<file path="src/logic/pool_pkg.sv">
// Max-pool shared geometry, data types and controller state encoding
package pool_pkg;

    //====================================================================
    // Frame geometry
    //====================================================================
    // Input feature map size in pixels
    localparam int IMG_W = 8;
    localparam int IMG_H = 8;

    // Channels per pixel and bits per channel
    localparam int NUM_CH = 4;
    localparam int CH_W   = 8;

    // Pooled map, 2x2 window with stride 2
    localparam int OUT_W      = IMG_W / 2;
    localparam int OUT_H      = IMG_H / 2;
    localparam int POOL_WORDS = OUT_W * OUT_H;

    // Position counter and memory address widths
    localparam int X_W    = $clog2(IMG_W);
    localparam int Y_W    = $clog2(IMG_H);
    localparam int ADDR_W = $clog2(POOL_WORDS);

    //====================================================================
    // Data types
    //====================================================================
    typedef logic [CH_W-1:0]        chan_t;
    // Channel 0 in the low byte, also the memory data word
    typedef logic [NUM_CH*CH_W-1:0] pixel_t;
    typedef logic [ADDR_W-1:0]      addr_t;

    // Vertical pair from row buffer to comparator
    typedef struct packed {
        logic   valid;
        pixel_t upper;
        pixel_t lower;
        logic   odd_col;
        addr_t  out_addr;
    } pair_t;

    // One finished 2x2 window
    typedef struct packed {
        logic   valid;
        addr_t  out_addr;
        pixel_t pixel;
    } pooled_t;

    // Block RAM write port, no ready
    typedef struct packed {
        logic   ce;
        addr_t  addr;
        pixel_t data;
    } mem_wr_t;

    typedef enum logic [1:0] {S_IDLE, S_RUN, S_DONE} ctrl_state_e;

endpackage
</file>
<file path="src/logic/max_pool_top.sv">
// Max-pool layer top wiring controller, row buffer, comparator and writer
`timescale 1ns/1ns

module max_pool_top (
    input  logic              clk,
    input  logic              areset,
    input  logic              i_run,
    input  logic              i_in_valid,
    input  pool_pkg::pixel_t  i_pixel,
    output logic              o_idle,
    output logic              o_run,
    output logic              o_done,
    output logic              o_en_err,
    output pool_pkg::mem_wr_t o_mem
);

    //====================================================================
    // Internal connections
    //====================================================================
    logic              ctrl_accept;
    logic              ctrl_start;
    logic              last_write;
    pool_pkg::pair_t   pair;
    pool_pkg::pooled_t pooled;

    // Frame control
    pool_frame_ctrl u_frame_ctrl (
        .clk          (clk),
        .areset       (areset),
        .i_run        (i_run),
        .i_last_write (last_write),
        .o_idle       (o_idle),
        .o_run        (o_run),
        .o_accept     (ctrl_accept),
        .o_start      (ctrl_start),
        .o_done       (o_done),
        .o_en_err     (o_en_err)
    );

    // Decode
    pool_row_buffer u_row_buffer (
        .clk        (clk),
        .areset     (areset),
        .i_start    (ctrl_start),
        .i_accept   (ctrl_accept),
        .i_in_valid (i_in_valid),
        .i_pixel    (i_pixel),
        .o_pair     (pair)
    );

    // Execute
    pool_compare u_compare (.clk(clk), .areset(areset), .i_pair(pair), .o_pooled(pooled));

    // Result
    pool_write u_write (
        .clk          (clk),
        .areset       (areset),
        .i_pooled     (pooled),
        .o_mem        (o_mem),
        .o_last_write (last_write)
    );

endmodule

</file>
<file path="src/logic/pool_write.sv">
// Max-pool writer mapping pooled pixels onto the block RAM port
`timescale 1ns/1ns

module pool_write (
    input  logic              clk,
    input  logic              areset,
    input  pool_pkg::pooled_t i_pooled,
    output pool_pkg::mem_wr_t o_mem,
    output logic              o_last_write
);

    // Writes issued so far in this frame
    pool_pkg::addr_t wr_cnt;
    logic            cnt_last;

    //====================================================================
    // Memory port
    //====================================================================
    // Straight from the comparator register, no extra cycle
    always_comb begin
        o_mem.ce   = i_pooled.valid;
        o_mem.addr = i_pooled.out_addr;
        o_mem.data = i_pooled.pixel;
    end

    //====================================================================
    // Frame write count
    //====================================================================
    assign cnt_last = (wr_cnt == pool_pkg::addr_t'(pool_pkg::POOL_WORDS - 1));

    always_ff @(posedge clk) begin
        if (areset) begin
            wr_cnt <= '0;
        end else if (i_pooled.valid) begin
            // Restart for the next frame
            wr_cnt <= cnt_last ? '0 : wr_cnt + 1'b1;
        end
    end

    // Together with the final word of the frame
    assign o_last_write = i_pooled.valid && cnt_last;

    // Raster order out of the row buffer means address tracks the count
    a_addr_order: assert property (@(posedge clk) disable iff (areset)
        o_mem.ce |-> (o_mem.addr == wr_cnt))
        else $error("pooled write out of raster order");

endmodule

</file>
<file path="src/logic/pool_compare.sv">
// Max-pool comparator taking the vertical then horizontal per-channel maximum
`timescale 1ns/1ns

module pool_compare (
    input  logic              clk,
    input  logic              areset,
    input  pool_pkg::pair_t   i_pair,
    output pool_pkg::pooled_t o_pooled
);

    // Vertical stage
    logic             vert_valid;
    logic             vert_odd;
    pool_pkg::addr_t  vert_addr;
    pool_pkg::pixel_t vert_pix;
    // Even column held for the horizontal stage
    pool_pkg::pixel_t even_pix;
    pool_pkg::pooled_t pooled_q;

    // Unsigned maximum per channel
    function automatic pool_pkg::pixel_t pix_max(input pool_pkg::pixel_t a,
                                                 input pool_pkg::pixel_t b);
        pool_pkg::pixel_t res;
        pool_pkg::chan_t  ca;
        pool_pkg::chan_t  cb;
        res = '0;
        for (int c = 0; c < pool_pkg::NUM_CH; c++) begin
            ca = a[c*pool_pkg::CH_W +: pool_pkg::CH_W];
            cb = b[c*pool_pkg::CH_W +: pool_pkg::CH_W];
            res[c*pool_pkg::CH_W +: pool_pkg::CH_W] = (ca > cb) ? ca : cb;
        end
        return res;
    endfunction

    //====================================================================
    // Stage one, upper against lower
    //====================================================================
    always_ff @(posedge clk) begin
        if (areset) begin
            vert_valid <= 1'b0;
        end else begin
            vert_valid <= i_pair.valid;
        end
        vert_odd  <= i_pair.odd_col;
        vert_addr <= i_pair.out_addr;
        vert_pix  <= pix_max(i_pair.upper, i_pair.lower);
    end

    // Left half of the window, kept until its odd partner arrives
    always_ff @(posedge clk) begin
        if (vert_valid && !vert_odd) begin
            even_pix <= vert_pix;
        end
    end

    //====================================================================
    // Stage two, left column against right column
    //====================================================================
    always_ff @(posedge clk) begin
        if (areset) begin
            pooled_q.valid <= 1'b0;
        end else begin
            pooled_q.valid <= vert_valid && vert_odd;
        end
        pooled_q.out_addr <= vert_addr;
        pooled_q.pixel    <= pix_max(even_pix, vert_pix);
    end

    assign o_pooled = pooled_q;

endmodule

</file>
<file path="src/logic/pool_row_buffer.sv">
// Max-pool row buffer pairing each odd-row pixel with the stored pixel above it
`timescale 1ns/1ns

module pool_row_buffer (
    input  logic             clk,
    input  logic             areset,
    input  logic             i_start,
    input  logic             i_accept,
    input  logic             i_in_valid,
    input  pool_pkg::pixel_t i_pixel,
    output pool_pkg::pair_t  o_pair
);

    // Counter types sized from frame geometry
    typedef logic [pool_pkg::X_W-1:0] x_cnt_t;
    typedef logic [pool_pkg::Y_W-1:0] y_cnt_t;

    x_cnt_t           x_cnt;
    y_cnt_t           y_cnt;
    logic             beat;
    logic             x_last;
    logic             y_last;
    pool_pkg::addr_t  pair_addr;
    pool_pkg::pixel_t line_mem [pool_pkg::IMG_W];
    pool_pkg::pair_t  pair_q;

    //====================================================================
    // Raster position
    //====================================================================
    // Accepted input beat
    assign beat   = i_accept && i_in_valid;
    assign x_last = (x_cnt == x_cnt_t'(pool_pkg::IMG_W - 1));
    assign y_last = (y_cnt == y_cnt_t'(pool_pkg::IMG_H - 1));

    always_ff @(posedge clk) begin
        if (areset || i_start) begin
            x_cnt <= '0;
            y_cnt <= '0;
        end else if (beat) begin
            if (x_last) begin
                x_cnt <= '0;
                // Wrap at end of frame
                y_cnt <= y_last ? '0 : y_cnt + 1'b1;
            end else begin
                x_cnt <= x_cnt + 1'b1;
            end
        end
    end

    //====================================================================
    // Line buffer
    //====================================================================
    // Even rows stored here and read back while the odd row streams in
    always_ff @(posedge clk) begin
        if (beat && !y_cnt[0]) begin
            line_mem[x_cnt] <= i_pixel;
        end
    end

    // Pooled raster index of the current window
    assign pair_addr = pool_pkg::addr_t'(y_cnt[pool_pkg::Y_W-1:1])
                     * pool_pkg::addr_t'(pool_pkg::OUT_W)
                     + pool_pkg::addr_t'(x_cnt[pool_pkg::X_W-1:1]);

    //====================================================================
    // Pair register
    //====================================================================
    always_ff @(posedge clk) begin
        if (areset) begin
            pair_q.valid <= 1'b0;
        end else begin
            pair_q.valid <= beat && y_cnt[0];
        end
        // Payload loads every cycle and is qualified by valid
        pair_q.upper    <= line_mem[x_cnt];
        pair_q.lower    <= i_pixel;
        pair_q.odd_col  <= x_cnt[0];
        pair_q.out_addr <= pair_addr;
    end

    assign o_pair = pair_q;

    // Outside a frame both counters rest at the origin
    a_cnt_rest: assert property (@(posedge clk) disable iff (areset)
        !i_accept |-> (x_cnt == '0) && (y_cnt == '0))
        else $error("row buffer counters ran past the frame");

endmodule

</file>
<file path="src/logic/pool_frame_ctrl.sv">
// Max-pool frame controller producing accept, start, idle, run, done and error status
`timescale 1ns/1ns

module pool_frame_ctrl (
    input  logic clk,
    input  logic areset,
    input  logic i_run,
    input  logic i_last_write,
    output logic o_idle,
    output logic o_run,
    output logic o_accept,
    output logic o_start,
    output logic o_done,
    output logic o_en_err
);

    pool_pkg::ctrl_state_e state_q;
    pool_pkg::ctrl_state_e state_d;
    logic                  en_err_q;

    //====================================================================
    // Frame FSM
    //====================================================================
    always_ff @(posedge clk) begin
        if (areset) begin
            state_q <= pool_pkg::S_IDLE;
        end else begin
            state_q <= state_d;
        end
    end

    always_comb begin
        state_d = state_q;
        case (state_q)
            pool_pkg::S_IDLE: if (i_run) begin
                state_d = pool_pkg::S_RUN;
            end
            // Stay here until the final pooled word is written
            pool_pkg::S_RUN: if (i_last_write) begin
                state_d = pool_pkg::S_DONE;
            end
            // Back-to-back frame allowed from the done cycle
            pool_pkg::S_DONE: begin
                state_d = i_run ? pool_pkg::S_RUN : pool_pkg::S_IDLE;
            end
            default: state_d = pool_pkg::S_IDLE;
        endcase
    end

    // Sticky, run while a frame is in progress
    always_ff @(posedge clk) begin
        if (areset) begin
            en_err_q <= 1'b0;
        end else if (i_run && (state_q == pool_pkg::S_RUN)) begin
            en_err_q <= 1'b1;
        end
    end

    //====================================================================
    // Status outputs
    //====================================================================
    assign o_idle   = (state_q == pool_pkg::S_IDLE);
    assign o_run    = (state_q != pool_pkg::S_IDLE);
    assign o_accept = (state_q == pool_pkg::S_RUN);
    // Counters clear on the edge that enters S_RUN
    assign o_start  = (state_q != pool_pkg::S_RUN) && (state_d == pool_pkg::S_RUN);
    assign o_done   = (state_q == pool_pkg::S_DONE);
    assign o_en_err = en_err_q;

    // Done is a single-cycle pulse
    a_done_pulse: assert property (@(posedge clk) disable iff (areset) o_done |=> !o_done)
        else $error("o_done held for more than one cycle");

endmodule

</file>
<file path="config.mk">
export PLATFORM = sky130hd
export DESIGN_NAME = max_pool_top
export DESIGN_NICKNAME = d
export VERILOG_FILES = /design/src/logic/pool_pkg.sv /design/src/logic/max_pool_top.sv /design/src/logic/pool_write.sv /design/src/logic/pool_compare.sv /design/src/logic/pool_row_buffer.sv /design/src/logic/pool_frame_ctrl.sv
export SDC_FILE = /design/constraint.sdc
export NUM_CORES = 1
export LEC_CHECK = 0
export BUFFER_PORTS_ARGS = -buffer_cell sky130_fd_sc_hd__buf_4
export CORE_MARGIN = 2
export CORE_UTILIZATION = 49
export CTS_CLUSTER_SIZE = 8
export DETAILED_ROUTE_END_ITERATION = 8
export PLACE_DENSITY = 0.77
export REMOVE_ABC_BUFFERS = 1
export SLEW_MARGIN = 20
export SYNTH_ARGS = -nofsm -noshare
export SYNTH_HDL_FRONTEND = slang
export SYNTH_SLANG_ARGS = --single-unit
</file>
<file path="constraint.sdc">
create_clock -name clk -period 4.48 [get_ports clk]
set_clock_uncertainty 0.05 [all_clocks]
set_input_delay 0.224 -clock clk [delete_from_list [all_inputs] [get_ports clk]]
set_output_delay 0.224 -clock clk [all_outputs]
set_load 0.02 [all_outputs]
</file>
==> run_results.csv <==
group,metric,value,unit
synth,synth_area_leader_cell,"edfxtp_1",
power,fin_total_pwr,9.509,mW
finish,insertedDiodeCount,0,
die,core-area,0.03353,mm^2
finish,drive_gt1_frac,0.2488,
synth,yosysTopAreaCellShare,0.5178,
clock_network,cts_sinks,446,
detailed_routing,vias_per_cell,5.534,
power,irDropWorstVdd,0.2869,mV
clock_network,cts-root-buf,"clkbuf_16",
placement,pre_cts_ws,1.830,ns
run_status,status,"complete, no violations",
synth,async_flop_share,0,
finish,post-route-util,0.5969,
placement,place_congestion,0.7658,
detailed_routing,drt-pass1-iter-count,7,
setup_path,critPathMaxStageDelay,0.66,ns
die,die_h,188.6,um
finish,area_delta_synth_final,19.85,%
timing,finalSetupTns,0,ns
power,p_seq_frac,0.485,
clock_network,cts_buffers,61,
global_route,grt_util_all_layers,0.1982,
global_route,grt_first_pass_wirelength,54470,um
clock_network,cts.clk_slew.worst_paths,0.05,ns
setup_path,cp-start-kind,"register",
clock_network,h-tree-depth,2,
synth,yosys-top-cells-area,"edfxtp_1 (52%), dfxtp_1 (19%), mux2_2 (5.5%), ha_1 (5.2%), mux4_2 (3.0%)",
clock_network,clockBufferDepth,3,
clock_network,insertion_delay,0.58,ns
finish,layout.cells.non_filler,1702,
die,die_w,188.6,um
detailed_routing,drt-total-wl,34560,um
finish,final_area,0.02002,mm^2
synth,seq_area_frac_synth,0.7072,
placement,portBuffers,76,
setup_path,cp_top_family,"simple AND/OR/NAND/NOR gates",
die,pin_count,77,
synth,synth_edf_count,288,
setup_path,cp_num_buf_inv,1,
setup_path,worst_ep_required_time,4.68,ns
timing,max_clock_freq,357.1,MHz
global_route,grt_max_degree,60,
synth,avgSynthCellArea,16.07,um^2
timing,layout_setup_ws,1.680,ns
timing,fin_crit_sh,0.6250,
power,p_leak,7.430,nW
die,start_util,0.4981,
setup_path,cp_data_arrival_time,3.00,ns
placement,hpwl,21160,um
synth,ys_types,46,
synth,ys_seq_elements,446,
min_path,hp-class,"reg -> reg",
timing,setup_violations,0,
setup_path,crit_type,"reg -> reg",
detailed_routing,drtIter0Drc,765,
synth,synth_cells,1039,
flow_run,drv_cap,0,
setup_path,path_cells,"and2b_1, nand2_1, nor2_1, nand2_1, nor2_4, buf_4",
detailed_routing,vias,9419,
setup_path,cp_slowest_cell,"nor2_4",
finish,final_cell_mix,"edfxtp_1 (288), dfxtp_1 (155), buf_4 (92)",
global_route,antenna_found_initial,0,
placement,dp_cells,1550,
setup_path,cp_max_fo,19,
placement,post_dp_cell_area,0.01785,mm^2
finish,final_common_cell,"edfxtp_1",
timing,worstMarginPinSlew,0.9233,ns
finish,fillers,2480,
synth,syn_area,0.01670,mm^2
clock_network,cts-resized-gates,0,
power,pwr-share-comb,0.073,
timing,whs,0.2745,ns
die,die-area,0.03558,mm^2
detailed_routing,wl_per_cell,20.30,um
power,p_per_area,475.1,mW/mm^2
timing,slew_headroom,0.3844,
setup_path,startpoint,"u_frame_ctrl.state_q[0]",
clock_network,cts_setup_buffers,0,
synth,ys.flop_type,"edfxtp_1",
timing,slew_viol_final,0,
power,p_switching,2.037,mW
timing,period_minus_slack,2.800,ns
min_path,min-delay-start,"u_compare.vert_addr[0]",
power,power_switching_share,0.2142,
detailed_routing,drc_errors,0,
finish,layout.nets,1307,
timing,hold_viol,0,
detailed_routing,ant_nets,0,
global_route,grt_pass1_vias,9905,
setup_path,end_kind,"register",
timing,rsz0062_at_grt,"false",
setup_path,r2r-start,"u_frame_ctrl.state_q[0]",
setup_path,cpMostUsedCell,"nand2_1",
power,pwr-share-clk,0.442,
global_route,grt_overflow,0,
power,internal_power,7.473,mW
clock_network,hold_buffers,36,
clock_network,cts_tree,"built",
die,placement_rows,67,
synth,yosysWarnings,0,
-- per-layer routing --
layer | track usage | wire (um) | up-vias
li1 | - | - | 4301
met1 | 0.2601 | 14140 | 4671
met2 | 0.3314 | 17230 | 380
met3 | 0.03800 | 2403 | 67
met4 | 0.06881 | 789 | 0
met5 | 0 | 0 | -
-- power by group through the flow --
stage | registers [mW] | logic (mW) | clock network [mW]
2_1_floorplan | 4.75 | 0.346 | 0
3_5_place_dp | 4.69 | 0.666 | 0
5_1_grt | 4.62 | 0.760 | 4.46
6_report | 4.61 | 0.690 | 4.21
3_3_place_gp | 4.68 | 0.650 | 0
4_1_cts | 4.61 | 0.698 | 4.28
-- final timing paths --
check,end,slack [ns],cells after the start
setup / recovery,u_row_buffer.line_mem[6][13],1.68,6
hold / removal,u_compare.o_pooled[32],0.27,0
setup reg to reg,u_row_buffer.line_mem[6][13],1.68,6
hold reg to reg,u_compare.o_pooled[32],0.27,0
-- area by class of cell --
class | count | area [um^2] | share of cell area
tap | 448 | 560.5 | 0.02800
clock inverter | 1 | 8.758 | 0.0004376
clock buffer | 114 | 1768 | 0.08832
inverter | 68 | 255.2 | 0.01275
timing repair buffer | 130 | 1099 | 0.05488
sequential | 446 | 11820 | 0.5904
multi-input combinational | 495 | 4508 | 0.2252
-- registers in the layout (all words and copies together), names as in the netlist, 4 cells and up --
| register | cells |
|---|---|
| u_row_buffer.line_mem | 256 |
| u_row_buffer.o_pair | 70 |
| u_write.wr_cnt | 4 |
| u_compare.even_pix | 32 |
| u_compare.vert_pix | 32 |
| u_compare.o_pooled | 37 |
| u_compare.vert_addr | 4 |
-- cells by family (layout without fill, tap and decap cells) --
group | after synthesis | after routing | synth area share
buf+inv | 98 | 313 | 0.02660
xor+xnor | 2 | 2 | 0.001049
compound gates | 141 | 141 | 0.06758
mux | 132 | 132 | 0.1044
simple gates | 151 | 151 | 0.04143
fa+ha+maj | 69 | 69 | 0.05169
flops | 446 | 446 | 0.7072
-- synthesized netlist by cell type, drive strengths merged, types with 12 or more instances --
library cell    n
mux2i          19
edfxtp        288
o211ai         13
dfxtp         158
a221oi         32
buf            25
nand2          62
mux2           91
a21oi          44
o22ai          16
nand4          17
nor2b          12
mux4           22
inv            68
nor2           38
ha             69
(Power assumes the default switching activity.)
